## config.mk

```make
export PLATFORM = sky130hd
export DESIGN_NAME = nes_loader_top
export DESIGN_NICKNAME = d
export VERILOG_FILES = /design/src/ines_pkg.sv /design/src/loader_pkg.sv /design/src/ines_header.sv /design/src/rom_addr_gen.sv /design/src/loader_fsm.sv /design/src/mem_write_stage.sv /design/src/nes_loader_top.sv
export VERILOG_INCLUDE_DIRS = /design/src
export SDC_FILE = /design/constraint.sdc
export NUM_CORES = 1
export LEC_CHECK = 0
export BUFFER_PORTS_ARGS = -buffer_cell sky130_fd_sc_hd__buf_2
export CAP_MARGIN = 20
export CORE_UTILIZATION = 25
export CTS_BUF_LIST = sky130_fd_sc_hd__clkbuf_8 sky130_fd_sc_hd__clkbuf_16
export CTS_CLUSTER_SIZE = 20
export DETAILED_ROUTE_END_ITERATION = 8
export PLACE_DENSITY_LB_ADDON = 0.05
export SLEW_MARGIN = 40
export SYNTH_ARGS = -nofsm -noshare
export SYNTH_HDL_FRONTEND = slang
export SYNTH_SLANG_ARGS = --single-unit
```

## constraint.sdc

```tcl
create_clock -name clk -period 2.8 [get_ports clk]
set_clock_uncertainty 0.1 [all_clocks]
set_input_delay 0.42 -clock clk [delete_from_list [all_inputs] [get_ports clk]]
set_output_delay 0.42 -clock clk [all_outputs]
set_load 0.02 [all_outputs]
```

## src/nes_loader_defs.svh

```systemverilog
// ##############################
// iNES loader constants
// Header layout, memory map, flag bit positions
// ##############################
`ifndef NES_LOADER_DEFS_SVH
`define NES_LOADER_DEFS_SVH

`define INES_HDR_LEN      16
`define INES_MAGIC0       8'h4E      // 'N'
`define INES_MAGIC1       8'h45      // 'E'
`define INES_MAGIC2       8'h53      // 'S'
`define INES_MAGIC3       8'h1A
`define INES_TRAINER_BIT  2          // Byte 6

`define MEM_ADDR_W        22
`define PRG_BASE          22'h000000
`define CHR_BASE          22'h200000
`define PRG_PAGE_SHIFT    14         // 16 KiB pages
`define CHR_PAGE_SHIFT    13         // 8 KiB pages

`define CE_PHASES         4

// Mapper flag word fields
`define FLAG_PRG_LSB      8
`define FLAG_CHR_LSB      11
`define FLAG_MIRROR       14
`define FLAG_CHR_RAM      15
`define FLAG_FOUR_SCREEN  16
`define FLAG_NES2_LSB     17

`endif

```

## src/ines_pkg.sv

```systemverilog
// ##############################
// iNES image types
// Header fields, sizes and memory addresses
// ##############################
`default_nettype none

`include "nes_loader_defs.svh"

package ines_pkg;

	// One byte of the image or of the header
	typedef logic [7:0] byte_t;

	// log2 of the page count, saturating at 7
	typedef logic [2:0] size_code_t;

	// Flag word handed to the console core
	typedef logic [31:0] mapper_flags_t;

	// Cartridge memory space
	typedef logic [`MEM_ADDR_W-1:0] mem_addr_t;

	// Bytes still to load in the current region
	typedef logic [`MEM_ADDR_W-1:0] byte_count_t;

endpackage

`default_nettype wire

```

## src/loader_pkg.sv

```systemverilog
// ##############################
// Loader control types
// ##############################
`default_nettype none

package loader_pkg;

	typedef enum logic [2:0] {
		st_header,
		st_prg,
		st_chr,
		st_done,
		st_fail
	} loader_state_t;

	typedef enum logic {
		region_prg,
		region_chr
	} region_t;

endpackage

`default_nettype wire

```

## src/ines_header.sv

```systemverilog
// ##############################
// iNES header capture
// Stores the 16 header bytes, checks them and builds the flag word
// ##############################
`timescale 1ns/100ps
`default_nettype none

`include "nes_loader_defs.svh"

module ines_header (
	input  wire                    clk,
	input  wire                    reset,
	input  wire                    hdr_capture,
	input  wire [3:0]              hdr_index,
	input  ines_pkg::byte_t        byte_data,
	input  wire                    invert_mirroring,
	input  wire                    flags_latch,
	output logic                   hdr_ok,
	output ines_pkg::byte_t        prg_pages,
	output ines_pkg::byte_t        chr_pages,
	output ines_pkg::mapper_flags_t mapper_flags
);

	ines_pkg::byte_t hdr_mem [`INES_HDR_LEN];
	ines_pkg::mapper_flags_t flags_next;
	logic is_nes20;
	logic tail_nonzero;
	logic is_dirty;
	logic [7:0] mapper_num;

	// Smallest k with pages <= 2**k
	function automatic ines_pkg::size_code_t size_code(input ines_pkg::byte_t pages);
		ines_pkg::size_code_t code;
		code = 3'd7;
		for (int k = 6; k >= 0; k--) begin
			if ({1'b0, pages} <= (9'd1 << k))
				code = 3'(k);
		end
		return code;
	endfunction

	always_ff @(posedge clk) begin
		if (hdr_capture)
			hdr_mem[hdr_index] <= byte_data;
	end

	assign prg_pages = hdr_mem[4];
	assign chr_pages = hdr_mem[5];

	// Magic word must match and trainers are not supported
	assign hdr_ok = (hdr_mem[0] == `INES_MAGIC0) && (hdr_mem[1] == `INES_MAGIC1) &&
			(hdr_mem[2] == `INES_MAGIC2) && (hdr_mem[3] == `INES_MAGIC3) &&
			!hdr_mem[6][`INES_TRAINER_BIT];

	assign is_nes20 = (hdr_mem[7][3:2] == 2'b10);

	always_comb begin
		tail_nonzero = 1'b0;
		for (int i = 8; i < `INES_HDR_LEN; i++)
			tail_nonzero = tail_nonzero | (hdr_mem[i] != 8'h00);
	end

	// Old dumps often carry junk in bytes 8..15
	assign is_dirty = !is_nes20 && tail_nonzero;
	assign mapper_num = {is_dirty ? 4'h0 : hdr_mem[7][7:4], hdr_mem[6][7:4]};

	always_comb begin
		flags_next = '0;
		flags_next[7:0] = mapper_num;
		flags_next[`FLAG_PRG_LSB +: 3] = size_code(prg_pages);
		flags_next[`FLAG_CHR_LSB +: 3] = size_code(chr_pages);
		flags_next[`FLAG_MIRROR] = hdr_mem[6][0] ^ invert_mirroring;
		flags_next[`FLAG_CHR_RAM] = (chr_pages == 8'h00);
		flags_next[`FLAG_FOUR_SCREEN] = hdr_mem[6][3];
		flags_next[`FLAG_NES2_LSB +: 8] = is_nes20 ? hdr_mem[8] : 8'h00;   // Extended mapper bits
	end

	always_ff @(posedge clk) begin
		if (reset)
			mapper_flags <= '0;
		else if (flags_latch)
			mapper_flags <= flags_next;
	end

endmodule

`default_nettype wire

```

## src/rom_addr_gen.sv

```systemverilog
// ##############################
// ROM address generator
// Address and remaining-byte counters for one region
// ##############################
`timescale 1ns/100ps
`default_nettype none

`include "nes_loader_defs.svh"

module rom_addr_gen (
	input  wire                  clk,
	input  wire                  reset,
	input  wire                  load,
	input  loader_pkg::region_t  load_region,
	input  ines_pkg::byte_count_t load_count,
	input  wire                  step,
	input  ines_pkg::byte_t      byte_data,
	output logic                 bytes_left_zero,
	output logic                 wr_req,
	output ines_pkg::mem_addr_t  wr_addr,
	output ines_pkg::byte_t      wr_data
);

	ines_pkg::mem_addr_t   addr;
	ines_pkg::byte_count_t count;

	always_ff @(posedge clk) begin
		if (reset) begin
			addr  <= `PRG_BASE;
			count <= '0;
		end else if (load) begin
			addr  <= (load_region == loader_pkg::region_chr) ? `CHR_BASE : `PRG_BASE;
			count <= load_count;
		end else if (step) begin
			addr  <= addr + 1'b1;
			count <= count - 1'b1;
		end
	end

	assign bytes_left_zero = (count == '0);

	// Request carries the address before it advances
	assign wr_req  = step;
	assign wr_addr = addr;
	assign wr_data = byte_data;

endmodule

`default_nettype wire

```

## src/loader_fsm.sv

```systemverilog
// ##############################
// Loader FSM
// Sequences header, PRG, CHR, done and fail
// ##############################
`timescale 1ns/100ps
`default_nettype none

`include "nes_loader_defs.svh"

module loader_fsm (
	input  wire                   clk,
	input  wire                   reset,
	input  wire                   downloading,
	input  wire                   byte_valid,
	input  wire                   hdr_ok,
	input  wire                   bytes_left_zero,
	input  ines_pkg::byte_t       prg_pages,
	input  ines_pkg::byte_t       chr_pages,
	output logic                  hdr_capture,
	output logic [3:0]            hdr_index,
	output loader_pkg::region_t   load_region,
	output ines_pkg::byte_count_t load_count,
	output logic                  load,
	output logic                  step,
	output logic                  flags_latch,
	output logic                  done,
	output logic                  error
);

	loader_pkg::loader_state_t state, state_next;
	logic [3:0] hdr_cnt;
	logic       hdr_full;     // All header bytes stored, verdict pending
	logic       dl_prev;
	logic       dl_rise;
	ines_pkg::byte_count_t prg_bytes, chr_bytes;

	assign dl_rise = downloading && !dl_prev;

	assign prg_bytes = ines_pkg::byte_count_t'(prg_pages) << `PRG_PAGE_SHIFT;
	assign chr_bytes = ines_pkg::byte_count_t'(chr_pages) << `CHR_PAGE_SHIFT;

	assign hdr_capture = byte_valid && (state == loader_pkg::st_header) && !hdr_full;
	assign hdr_index   = hdr_cnt;

	// Only strobes inside a region with room left become writes
	assign step = byte_valid && !bytes_left_zero &&
			((state == loader_pkg::st_prg) || (state == loader_pkg::st_chr));

	always_comb begin
		state_next  = state;
		load        = 1'b0;
		load_region = loader_pkg::region_prg;
		flags_latch = 1'b0;
		case (state)
			loader_pkg::st_header: if (hdr_full) begin
				flags_latch = 1'b1;
				load = hdr_ok;
				state_next = hdr_ok ? loader_pkg::st_prg : loader_pkg::st_fail;
			end
			loader_pkg::st_prg: if (bytes_left_zero) begin
				if (chr_pages != 8'h00) begin
					load = 1'b1;
					load_region = loader_pkg::region_chr;
					state_next = loader_pkg::st_chr;
				end else begin
					state_next = loader_pkg::st_done;   // CHR RAM cart
				end
			end
			loader_pkg::st_chr: if (bytes_left_zero)
				state_next = loader_pkg::st_done;
			default: ;
		endcase
	end

	assign load_count = (load_region == loader_pkg::region_chr) ? chr_bytes : prg_bytes;

	always_ff @(posedge clk) begin
		if (reset) begin
			state    <= loader_pkg::st_header;
			hdr_cnt  <= '0;
			hdr_full <= 1'b0;
			dl_prev  <= 1'b0;
		end else begin
			dl_prev <= downloading;
			if (dl_rise) begin
				state    <= loader_pkg::st_header;
				hdr_cnt  <= '0;
				hdr_full <= 1'b0;
			end else begin
				state <= state_next;
				if (hdr_capture) begin
					hdr_cnt  <= hdr_cnt + 1'b1;
					hdr_full <= (hdr_cnt == 4'(`INES_HDR_LEN - 1));
				end else if (hdr_full) begin
					hdr_full <= 1'b0;
				end
			end
		end
	end

	// Status flags set on entry to done or fail, held until restart
	always_ff @(posedge clk) begin
		if (reset || dl_rise) begin
			done  <= 1'b0;
			error <= 1'b0;
		end else if (state_next == loader_pkg::st_fail) begin
			done  <= 1'b1;
			error <= 1'b1;
		end else if (state_next == loader_pkg::st_done) begin
			done <= 1'b1;
		end
	end

endmodule

`default_nettype wire

```

## src/mem_write_stage.sv

```systemverilog
// ##############################
// Memory write stage
// Holds each write until the console clock-enable slot
// ##############################
`timescale 1ns/100ps
`default_nettype none

`include "nes_loader_defs.svh"

module mem_write_stage (
	input  wire                 clk,
	input  wire                 reset,
	input  wire                 wr_req,
	input  ines_pkg::mem_addr_t wr_addr,
	input  ines_pkg::byte_t     wr_data,
	output ines_pkg::mem_addr_t mem_addr,
	output ines_pkg::byte_t     mem_data,
	output logic                mem_write
);

	localparam int PHASE_W = $clog2(`CE_PHASES);
	localparam logic [PHASE_W-1:0] RELEASE_PHASE = PHASE_W'(`CE_PHASES - 1);

	logic [PHASE_W-1:0] phase;    // Free running, wraps at CE_PHASES
	logic               pending;

	always_ff @(posedge clk) begin
		if (reset) begin
			phase     <= '0;
			pending   <= 1'b0;
			mem_write <= 1'b0;
		end else begin
			phase     <= phase + 1'b1;
			mem_write <= 1'b0;
			if (wr_req)
				pending <= 1'b1;
			// Fire so the pulse lands in the release slot
			if ((phase == RELEASE_PHASE - 1'b1) && (pending || wr_req)) begin
				mem_write <= 1'b1;
				pending   <= 1'b0;
			end
		end
	end

	always_ff @(posedge clk) begin
		if (wr_req) begin
			mem_addr <= wr_addr;
			mem_data <= wr_data;
		end
	end

endmodule

`default_nettype wire

```

## src/nes_loader_top.sv

```systemverilog
// ##############################
// iNES cartridge loader
// Download stream to PRG and CHR memory writes
// ##############################
`timescale 1ns/100ps
`default_nettype none

module nes_loader_top (
	input  wire                     clk,
	input  wire                     reset,
	input  wire                     downloading,
	input  wire                     byte_valid,
	input  ines_pkg::byte_t         byte_data,
	input  wire                     invert_mirroring,
	output ines_pkg::mem_addr_t     mem_addr,
	output ines_pkg::byte_t         mem_data,
	output logic                    mem_write,
	output ines_pkg::mapper_flags_t mapper_flags,
	output logic                    done,
	output logic                    error
);

	logic                  hdr_capture;
	logic [3:0]            hdr_index;
	logic                  hdr_ok;
	ines_pkg::byte_t       prg_pages, chr_pages;
	loader_pkg::region_t   load_region;
	ines_pkg::byte_count_t load_count;
	logic                  load, step, flags_latch;
	logic                  bytes_left_zero;
	logic                  wr_req;
	ines_pkg::mem_addr_t   wr_addr;
	ines_pkg::byte_t       wr_data;

	loader_fsm loader_fsm_inst (
		.clk, .reset, .downloading, .byte_valid,
		.hdr_ok, .bytes_left_zero, .prg_pages, .chr_pages,
		.hdr_capture, .hdr_index,
		.load_region, .load_count, .load, .step,
		.flags_latch, .done, .error
	);

	ines_header ines_header_inst (
		.clk, .reset, .hdr_capture, .hdr_index, .byte_data,
		.invert_mirroring, .flags_latch,
		.hdr_ok, .prg_pages, .chr_pages, .mapper_flags
	);

	rom_addr_gen rom_addr_gen_inst (
		.clk, .reset, .load, .load_region, .load_count, .step, .byte_data,
		.bytes_left_zero, .wr_req, .wr_addr, .wr_data
	);

	mem_write_stage mem_write_stage_inst (
		.clk, .reset, .wr_req, .wr_addr, .wr_data,
		.mem_addr, .mem_data, .mem_write
	);

endmodule

`default_nettype wire

```

==> qor.txt, run 1 <==
outcome - completed
commonest non-fill, non-tap cell in the layout - edfxtp_1
R2R Path End - rom_addr_gen_inst.count[1]$_SDFFE_PP0P_
initial antenna violation count - 0
first-pass GRT wire length - 39,250 µm
design area - 11,730 µm²
syn_area_per_cell - 13.00 µm²
min Tclk post-route - 2468 ps
total power - 7584 µW
R2R Setup Slk - 330 ps
share of flip-flops with an asynchronous set or reset - 0
hold slack final - 57.44 ps
CP cell instances - inv_1 > ha_1 > nor3b_1 > nand3_1 > nor4_4 > or3_1 > buf_12 > a211oi_1
fin nets - 874
commonest non-fill, non-tap cells in the layout - edfxtp_1, dfxtp_1, buf_2, nand2_1, nor2_1
Critical Path RT - 3120 ps
Final Hold Vio Count - 0
Maximum Capacitance Violations - 0
sequential-to-total area share from yosys stat - 0.6579
Residual DRC - 0
worst hold stages - 2
die span in x - 198.3 µm
post-route non-filler standard cell count - 1,386
Yosys cell types - 70
RSZ-0062 raised after global routing - false
Clock Tree Root - clkbuf_16
Hold EP - ines_header_inst.mapper_flags[8]$_SDFFE_PP0P_
CP Max Fanout - 34
Routed Antenna Nets - 0
Core Footprint - 37,760 µm²
num rows - 71
f_max - 405.2 MHz
Final HPWL DP - 17,550 µm
Syn Inst Count - 741
Clock Sinks - 239
Slew HR - 0.5953
Slew Viols, Final - 0
share of cells above drive strength 1 - 0.2423
vias in the first global route - 6,611
Peak supply drop - 0.4583 mV
area of the multi-input gates - 3057 µm²
IO Pins - 78
Placed Instance Area - 10,770 µm²
worst-margin pin slew - 604.8 ps
DR iter-0 viols - 299
GRT overflow - 0
TritonCTS buffer count - 28
IO Port Bufs - 70
EDFF count, synth - 155
first-pass iteration count of the detailed router - 4
Longest Clk Path Bufs - 3
synthesized area - 9630 µm²
YS warnings - 0
ant diodes - 0
vias - 6,349
Fill cells - 3,805
total track usage - 0.1325
Worst Path Buf+Inv - 2
PD cells - 646.6 nW/µm²
type of the worst setup path - flop to flop
mean routed wirelength per cell - 18.39 µm
CP peak stage delay - 480 ps
vias per cell - 4.581
slowest library cell on the worst path - nor3b_1
post_cts resized - 0
htree depth - 1
GPL Wtd Cong - 0.7770
final wirelength - 25,490 µm
Worst-path clk slew - 60 ps
CP startpoint kind - flop
period utilisation layout - 0.8815
reg2reg path depth - 8
prevailing post-synth register cell - edfxtp_1
Post-CTS Setup Bufs - 0
#FFs+latches synth - 239
sequential standard cell area - 6336 µm²
setup_tns - 0 ps
die area - 39,310 µm²
CP Capture Type - flop
Leak - 0.003826 µW
Top delay family on crit path - simple AND/OR/NAND/NOR gates
DP Cell Count - 1,333
clock latency reported for the late side of the worst-skew pair - 560 ps
final setup vio count - 0
CTS tree - done
cts hold-fix bufs - 1
r2r startpoint - rom_addr_gen_inst.count[0]$_SDFFE_PP0P_
Hold WC Path Type - input port to flop
Crit path arrival time - 2790 ps
Initial Utilization - 0.2551
Die Y - 198.3 µm
largest net degree at the start of global routing - 35
Area Growth Syn to Fin - 21.80%
Hold Startpoint - reset
==> flip-flops by register name, summed over array words and instances, names as in the netlist <==
register,cells
ines_header_inst.hdr_mem,125
loader_fsm_inst.dl_prev,1
mem_write_stage_inst.pending,1
loader_fsm_inst.hdr_full,1
rom_addr_gen_inst.wr_addr,22
loader_fsm_inst.state,3
mem_write_stage_inst.mem_write,1
rom_addr_gen_inst.count,22
loader_fsm_inst.hdr_index,4
loader_fsm_inst.error,1
mem_write_stage_inst.mem_data,8
loader_fsm_inst.done,1
mem_write_stage_inst.phase,2
mem_write_stage_inst.mem_addr,22
ines_header_inst.mapper_flags,25
==> worst register-to-register path: stages (launching register included) <==
cell and delay (ps):
dfxtp_1 340, inv_1 110, ha_1 180, nor3b_1 480, nand3_1 240, nor4_4 310
or3_1 230, buf_12 250, a211oi_1 90
==> metrics by stage <==
stage / setup WS [ps] / util
6_report: 331.9 / 0.3107
5_1_grt: 151.6 / 0.3107
4_1_cts: 341.5 / 0.3106
3_5_place_dp: 371.5 / 0.2853
3_3_place_gp: 422.4 / 0.2853
2_1_floorplan: 406.9 / -
==> cell families (layout without fill, tap and decap cells) <==
family | Yosys count | count (layout) | share of synthesized area
flops | 239 | 239 | 0.6579
other cells | 1 | 7 | 0.0003894
compound gates | 150 | 150 | 0.1154
simple gates | 264 | 264 | 0.1641
xor+xnor | 22 | 22 | 0.02001
mux | 3 | 3 | 0.003118
fa+ha+maj | 8 | 8 | 0.01039
buf+inv | 54 | 182 | 0.02871
==> where the power goes <==
group          switching (µW)  internal [µW]
combinational             107           29.8
clock                    1490           2180
sequential               9.46           3760
==> layout make-up <==
cell class	instances	area share
clock buffer	31	0.06325
clock inverter	21	0.01739
inverter	17	0.005440
multi-input combinational	454	0.2606
sequential	239	0.5402
tap	511	0.05451
timing repair buffer	113	0.05867
==> worst max-delay path by stage <==
| stage | slack, ps | cells after the start | endpoint | from |
|---|---|---|---|---|
| after floorplan | 410 | 6 | ines_header_inst.hdr_mem[3][0]$_DFFE_PP_ | loader_fsm_inst.state[2]$_SDFF_PP0_ |
| after global placement | 420 | 5 | rom_addr_gen_inst.wr_addr[16]$_SDFFE_PP0P_ | rom_addr_gen_inst.count[2]$_SDFFE_PP0P_ |
| after detailed placement | 370 | 6 | rom_addr_gen_inst.count[16]$_SDFFE_PP0P_ | rom_addr_gen_inst.count[8]$_SDFFE_PP0P_ |
| after CTS | 340 | 6 | rom_addr_gen_inst.count[16]$_SDFFE_PP0P_ | rom_addr_gen_inst.count[8]$_SDFFE_PP0P_ |
| after global routing | 150 | 8 | rom_addr_gen_inst.count[1]$_SDFFE_PP0P_ | rom_addr_gen_inst.count[0]$_SDFFE_PP0P_ |
| final | 330 | 8 | rom_addr_gen_inst.count[1]$_SDFFE_PP0P_ | rom_addr_gen_inst.count[0]$_SDFFE_PP0P_ |
==> synthesized netlist by cell type (all sizes together), types with 5 or more instances <==
library cell,instances,share of area
edfxtp,155,0.48
dfxtp,84,0.17
a21oi,58,0.038
nand2,48,0.019
nor2,48,0.019
nor4,29,0.025
nand3,28,0.015
o21ai,25,0.013
buf,21,0.016
or3,19,0.012
nor3,18,0.011
inv,17,0.0066
clkbuf,16,0.0062
nand4,15,0.011
xnor2,13,0.012
o31ai,12,0.0094
o211ai,11,0.0091
or4,9,0.0078
xor2,9,0.0082
ha,8,0.010
a2111oi,7,0.012
and4,7,0.0064
nor4b,7,0.0077
or2,7,0.0045
a211oi,6,0.0047
a31oi,5,0.0032
nand2b,5,0.0032
nor4bb,5,0.0052
==> per-layer routing <==
| layer | vias to the layer above | share of wire | track usage |
|---|---|---|---|
| met5 | - | 0 | 0 |
| met3 | 39 | 0.029 | 0.02265 |
| li1 | 3074 | - | - |
| met1 | 3143 | 0.44 | 0.1611 |
| met4 | 0 | 0.030 | 0.04163 |
| met2 | 93 | 0.50 | 0.2364 |
Note: power is estimated with default switching activity, not from simulation.
==> run 2, diff against run 1 <==
--- a/config.mk
+++ b/config.mk
@@ -13,6 +13,7 @@
 export CTS_CLUSTER_SIZE = 20
 export DETAILED_ROUTE_END_ITERATION = 8
 export PLACE_DENSITY_LB_ADDON = 0.05
+export RECOVER_POWER = 100
 export SLEW_MARGIN = 40
 export SYNTH_ARGS = -nofsm -noshare
 export SYNTH_HDL_FRONTEND = slang
==> qor.txt, run 2 (synthesis results as in run 1) <==
final setup vio count - 0 (unchanged)
commonest non-fill, non-tap cell in the layout - edfxtp_1
min Tclk post-route - 2567 ps (+99.19 ps)
CTS tree - done
IO Port Bufs - 70 (unchanged)
Die Y - 198.3 µm (unchanged)
failing checks - capacitance limit, slew limit
Routed Antenna Nets - 0 (unchanged)
Final Hold Vio Count - 0 (unchanged)
Post-CTS Setup Bufs - 0 (unchanged)
Final HPWL DP - 17,550 µm (unchanged)
slowest library cell on the worst path - nor4bb_1
Post-Place Worst Slack - 371.5 ps (unchanged)
r2r startpoint - loader_fsm_inst.state[1]$_SDFF_PP0_
DR iter-0 viols - 234 (-22%)
IO Pins - 78 (unchanged)
first-pass iteration count of the detailed router - 4 (unchanged)
Maximum Capacitance Violations - 1 (+1)
post-route non-filler standard cell count - 1,386 (unchanged)
die span in x - 198.3 µm (unchanged)
TritonCTS buffer count - 28 (unchanged)
CP Capture Type - flop
Worst-path clk slew - 60 ps (about the same)
Longest Clk Path Bufs - 3 (unchanged)
Critical Path RT - 2960 ps (-160 ps)
commonest non-fill, non-tap cells in the layout - edfxtp_1, dfxtp_1, clkbuf_1, a21oi_1
Clock Sinks - 239 (unchanged)
Largest regs - ines_header_inst.hdr_mem: 125 flops, ines_header_inst.mapper_flags: 25 flops
outcome - finished with violations
htree depth - 1 (unchanged)
Leak - 0.003594 µW (-6.1%)
clock latency reported for the late side of the worst-skew pair - 560 ps (about the same)
cts hold-fix bufs - 1 (unchanged)
Clock Tree Root - clkbuf_16
Initial Utilization - 0.2551 (unchanged)
CP peak stage delay - 520 ps (+40 ps)
largest net degree at the start of global routing - 35 (unchanged)
die area - 39,310 µm² (unchanged)
worst hold stages - 3 (+1)
Slew HR - -0.05070 (-0.6460)
fin nets - 874 (unchanged)
total track usage - 0.1325 (unchanged)
Core Footprint - 37,760 µm² (unchanged)
final wirelength - 25,590 µm (+0.38%)
crit path launch - loader_fsm_inst.state[1]$_SDFF_PP0_
mean routed wirelength per cell - 18.46 µm (+0.38%)
Hold WC Path Type - input port to flop
Residual DRC - 0 (unchanged)
Slew Viols, Final - 33 (+33)
reg2reg path depth - 6 (-2)
RSZ-0062 raised after global routing - false
Hold Startpoint - invert_mirroring
num rows - 71 (unchanged)
Crit path arrival time - 2730 ps (-60 ps)
ant diodes - 0 (unchanged)
Placed Instance Area - 10,770 µm² (unchanged)
f_max - 389.5 MHz (-3.9%)
share of cells above drive strength 1 - 0.1337 (-0.1086)
period utilisation layout - 0.9169 (+0.03542)
design area - 11,520 µm² (-1.7%)
CP startpoint kind - flop
CP Max Fanout - 10 (-71%)
vias - 6,357 (+0.13%)
vias per cell - 4.587 (+0.13%)
vias in the first global route - 6,611 (unchanged)
max FFs per register - 125 (unchanged)
type of the worst setup path - flop to flop
GPL Wtd Cong - 0.7770 (unchanged)
CP cell instances - nor2_1 > nor4bb_1 > clkbuf_1 > nand2_1 > nor3_1 > buf_4
PD cells - 657.6 nW/µm² (+1.7%)
Top reg by flops - ines_header_inst.hdr_mem
GRT overflow - 0 (unchanged)
DP Cell Count - 1,333 (unchanged)
initial antenna violation count - 0 (unchanged)
worst-margin pin slew - 1576 ps (+971.2 ps)
setup_tns - 0 ps (unchanged)
first-pass GRT wire length - 39,250 µm (unchanged)
Area Growth Syn to Fin - 19.67%
PnR worst setup slack - 232.7 ps (-99.19 ps)
post_cts resized - 0 (unchanged)
Finished Core Util - 0.3053 (-0.005435)
Peak supply drop - 0.4539 mV (-0.96%)
-- run 2: cell types whose count changed in the layout (fill, tap and decap cells not counted), sizes merged --
cell and change:
buf -78, clkbuf +78
-- run 2: final timing paths --
check	end	slack, ps
worst min register to register	mem_write_stage_inst.phase[0]$_SDFF_PP0_	310
worst min-delay path	ines_header_inst.mapper_flags[14]$_SDFFE_PP0P_	60
worst max-delay path	ines_header_inst.hdr_mem[3][2]$_DFFE_PP_	230
worst max register to register	ines_header_inst.hdr_mem[3][2]$_DFFE_PP_	230
-- run 2: worst max-delay path, delay by kind of cell, from the launching register on --
family / cells / cell delay, ps
and+or+nand+nor: 4 / 1160
DFF: 1 / 440
buffers and inverters: 2 / 570
-- run 2: power breakdown --
| group | switching (µW) | internal (µW) | total [µW] | leakage, µW |
|---|---|---|---|---|
| combinational | 105 | 26.2 | 131 | 0.00108 |
| clock | 1490 | 2180 | 3670 | 0.000460 |
| sequential | 9.43 | 3770 | 3770 | 0.00205 |
| total | 1600 | 5980 | 7580 | 0.00359 |
-- run 2: area by class of cell --
type | count | area (µm²)
timing repair buffer | 113 | 573.1
clock inverter | 21 | 203.9
inverter | 17 | 63.81
sequential | 239 | 6336
multi-input combinational | 454 | 2967
tap | 511 | 639.4
fill | 3872 | 26230
clock buffer | 31 | 742.0
-- run 2: layer usage --
layer / track usage / up-vias / part of all wire
met5: 0 / - / 0
met4: 0.04163 / 0 / 0.027
met3: 0.02265 / 39 / 0.032
met2: 0.2364 / 100 / 0.50
met1: 0.1611 / 3147 / 0.44
li1: - / 3071 / -
-- run 2: metrics by stage --
stage / hold slack (ps) / power (µW)
detailed placement: 306.8 / 3990
global placement: 302.7 / 3989
global route: 55.76 / 7853
floorplan: 292.5 / 3916
CTS: 31.66 / 7720
finish: 57.33 / 7579
==> run 3, diff against run 2 <==
==> constraint.sdc (replaced) <==
create_clock -name clk -period 2.39 [get_ports clk]
set_clock_uncertainty 0.1 [all_clocks]
set_input_delay 0.3585 -clock clk [delete_from_list [all_inputs] [get_ports clk]]
set_output_delay 0.3585 -clock clk [all_outputs]
set_load 0.02 [all_outputs]
==> qor.txt, run 3 (synthesis results as in run 1) <==
Largest regs - ines_header_inst.hdr_mem: 125 flops, ines_header_inst.mapper_flags: 25 flops
die area - 39,310 µm² (unchanged)
commonest non-fill, non-tap cells in the layout - edfxtp_1, dfxtp_1, clkbuf_1, nand2_1, nor2_1
IO Pins - 78 (unchanged)
mean routed wirelength per cell - 18.16 µm (-1.7%)
CP startpoint kind - flop
min Tclk post-route - 2265 ps (-302.7 ps)
Leak - 0.003712 µW (+3.3%)
Area Growth Syn to Fin - 21.49%
Initial Utilization - 0.2551 (unchanged)
DR iter-0 viols - 303 (+29%)
share of cells above drive strength 1 - 0.1720 (+0.03832)
IO Port Bufs - 70 (unchanged)
Clock Tree Root - clkbuf_16
Slew HR - 0.1616 (+0.2123)
Placed Instance Area - 10,970 µm² (+1.9%)
ant diodes - 0 (unchanged)
Critical Path RT - 2770 ps (-190 ps)
first-pass iteration count of the detailed router - 4 (unchanged)
GPL Wtd Cong - 0.7734 (-0.46%)
CP Capture Type - flop
Final HPWL DP - 17,500 µm (-0.27%)
Die Y - 198.3 µm (unchanged)
Core Footprint - 37,760 µm² (unchanged)
setup_tns - 0 ps (unchanged)
period utilisation layout - 0.9475 (+0.03062)
Longest Clk Path Bufs - 3 (unchanged)
Hold WC Path Type - input port to flop
clock latency reported for the late side of the worst-skew pair - 550 ps (about the same)
fin nets - 900 (+3.0%)
Worst-path clk slew - 60 ps (about the same)
DP Cell Count - 1,356 (+1.7%)
design area - 11,700 µm² (+1.5%)
Crit path arrival time - 2650 ps (-80 ps)
Final Hold Vio Count - 0 (unchanged)
Top reg by flops - ines_header_inst.hdr_mem
initial antenna violation count - 0 (unchanged)
Maximum Capacitance Violations - 0 (-1)
Fill cells - 3,874 (+0.052%)
Routed Antenna Nets - 0 (unchanged)
final setup vio count - 0 (unchanged)
largest net degree at the start of global routing - 35 (unchanged)
CTS tree - done
Residual DRC - 0 (unchanged)
CP Max Fanout - 6 (-4)
GRT overflow - 0 (unchanged)
Peak supply drop - 0.4646 mV (+2.4%)
worst-margin pin slew - 1258 ps (-318.5 ps)
RSZ-0062 raised after global routing - false
max FFs per register - 125 (unchanged)
Clock Sinks - 239 (unchanged)
TritonCTS buffer count - 28 (unchanged)
vias in the first global route - 6,513 (-1.5%)
num rows - 71 (unchanged)
PD cells - 733.5 nW/µm² (+12%)
commonest non-fill, non-tap cell in the layout - edfxtp_1
htree depth - 1 (unchanged)
first-pass GRT wire length - 39,630 µm (+0.97%)
type of the worst setup path - flop to flop
Slew Viols, Final - 0 (-100%)
die span in x - 198.3 µm (unchanged)
total track usage - 0.1327 (+0.0002185)
vias per cell - 4.568 (-0.41%)
outcome - completed
vias - 6,450 (+1.5%)
f_max - 441.6 MHz (+13%)
post-route non-filler standard cell count - 1,412 (+1.9%)
final wirelength - 25,640 µm (+0.18%)
## run 3: cell count changes in the layout (fill, tap and decap cells not counted), sizes merged
cell	previous run	this run
inv	20	23
clkbuf	109	123
buf	34	41
clkinv	9	16
dlygate4sd3	1	3
clkinvlp	6	0
bufinv	3	2
## run 3: stage by stage
| stage | hold WS [ps] | total power (µW) | utilization | setup slack, ps |
|---|---|---|---|---|
| after floorplan | 292.5 | 4588 | - | 49.00 |
| after global placement | 303.2 | 4676 | 0.2907 | 84.08 |
| after detailed placement | 307.6 | 4678 | 0.2907 | 53.86 |
| after CTS | 158.1 | 8765 | 0.3144 | 39.90 |
| after global routing | 199.7 | 8912 | 0.3099 | 5.727 |
| final | 204.2 | 8582 | 0.3099 | 125.4 |
## run 3: power breakdown
part | switching, µW | internal [µW] | total (µW)
clock network | 1670 | 2330 | 4000
logic | 125 | 34.2 | 159
registers | 11.3 | 4410 | 4420
## run 3: area by class of cell
class / count / area (µm²) / area share
Inverter: 17 / 63.81 / 0.005454
Timing Repair Buffer: 139 / 742.0 / 0.06342
Clock buffer: 28 / 700.7 / 0.05989
Multi-Input combinational cell: 454 / 3054 / 0.2610
Tap cell: 511 / 639.4 / 0.05465
Clock inverter: 24 / 163.9 / 0.01401
Sequential cell: 239 / 6336 / 0.5415
## run 3: final timing paths
check	to	slack [ps]	depth (start not counted)	start
max reg2reg	rom_addr_gen_inst.count[10]$_SDFFE_PP0P_	130	5	rom_addr_gen_inst.count[3]$_SDFFE_PP0P_
min reg2reg	mem_write_stage_inst.phase[0]$_SDFF_PP0_	310	1	mem_write_stage_inst.phase[0]$_SDFF_PP0_
max	rom_addr_gen_inst.count[10]$_SDFFE_PP0P_	130	5	rom_addr_gen_inst.count[3]$_SDFFE_PP0P_
min	rom_addr_gen_inst.count[14]$_SDFFE_PP0P_	200	3	reset
## run 3: critical path: stages, from the launching register on
cell and delay [ps]:
dfxtp_1 380, or4_1 620, nor3_2 200, o2111ai_1 280
or4_1 490, a21oi_2 150
## run 3: per-layer routing
layer,global-route usage,vias to the layer above,wire length (µm)
met5,0,-,0
met4,0.03531,0,596
met3,0.02095,33,859
met2,0.2357,114,12950
met1,0.1657,3175,11230
li1,-,3128,-
## run 3: timing repair
| action | 4_1_cts | 5_1_grt |
|---|---|---|
| endpoints found under the setup margin | 0 | 46 |
| setup buffers | 0 | 1 |
| resized for setup | 0 | 6 |
| hold buffers | 3 | 0 |
| endpoints found under the hold margin | 2 | 0 |
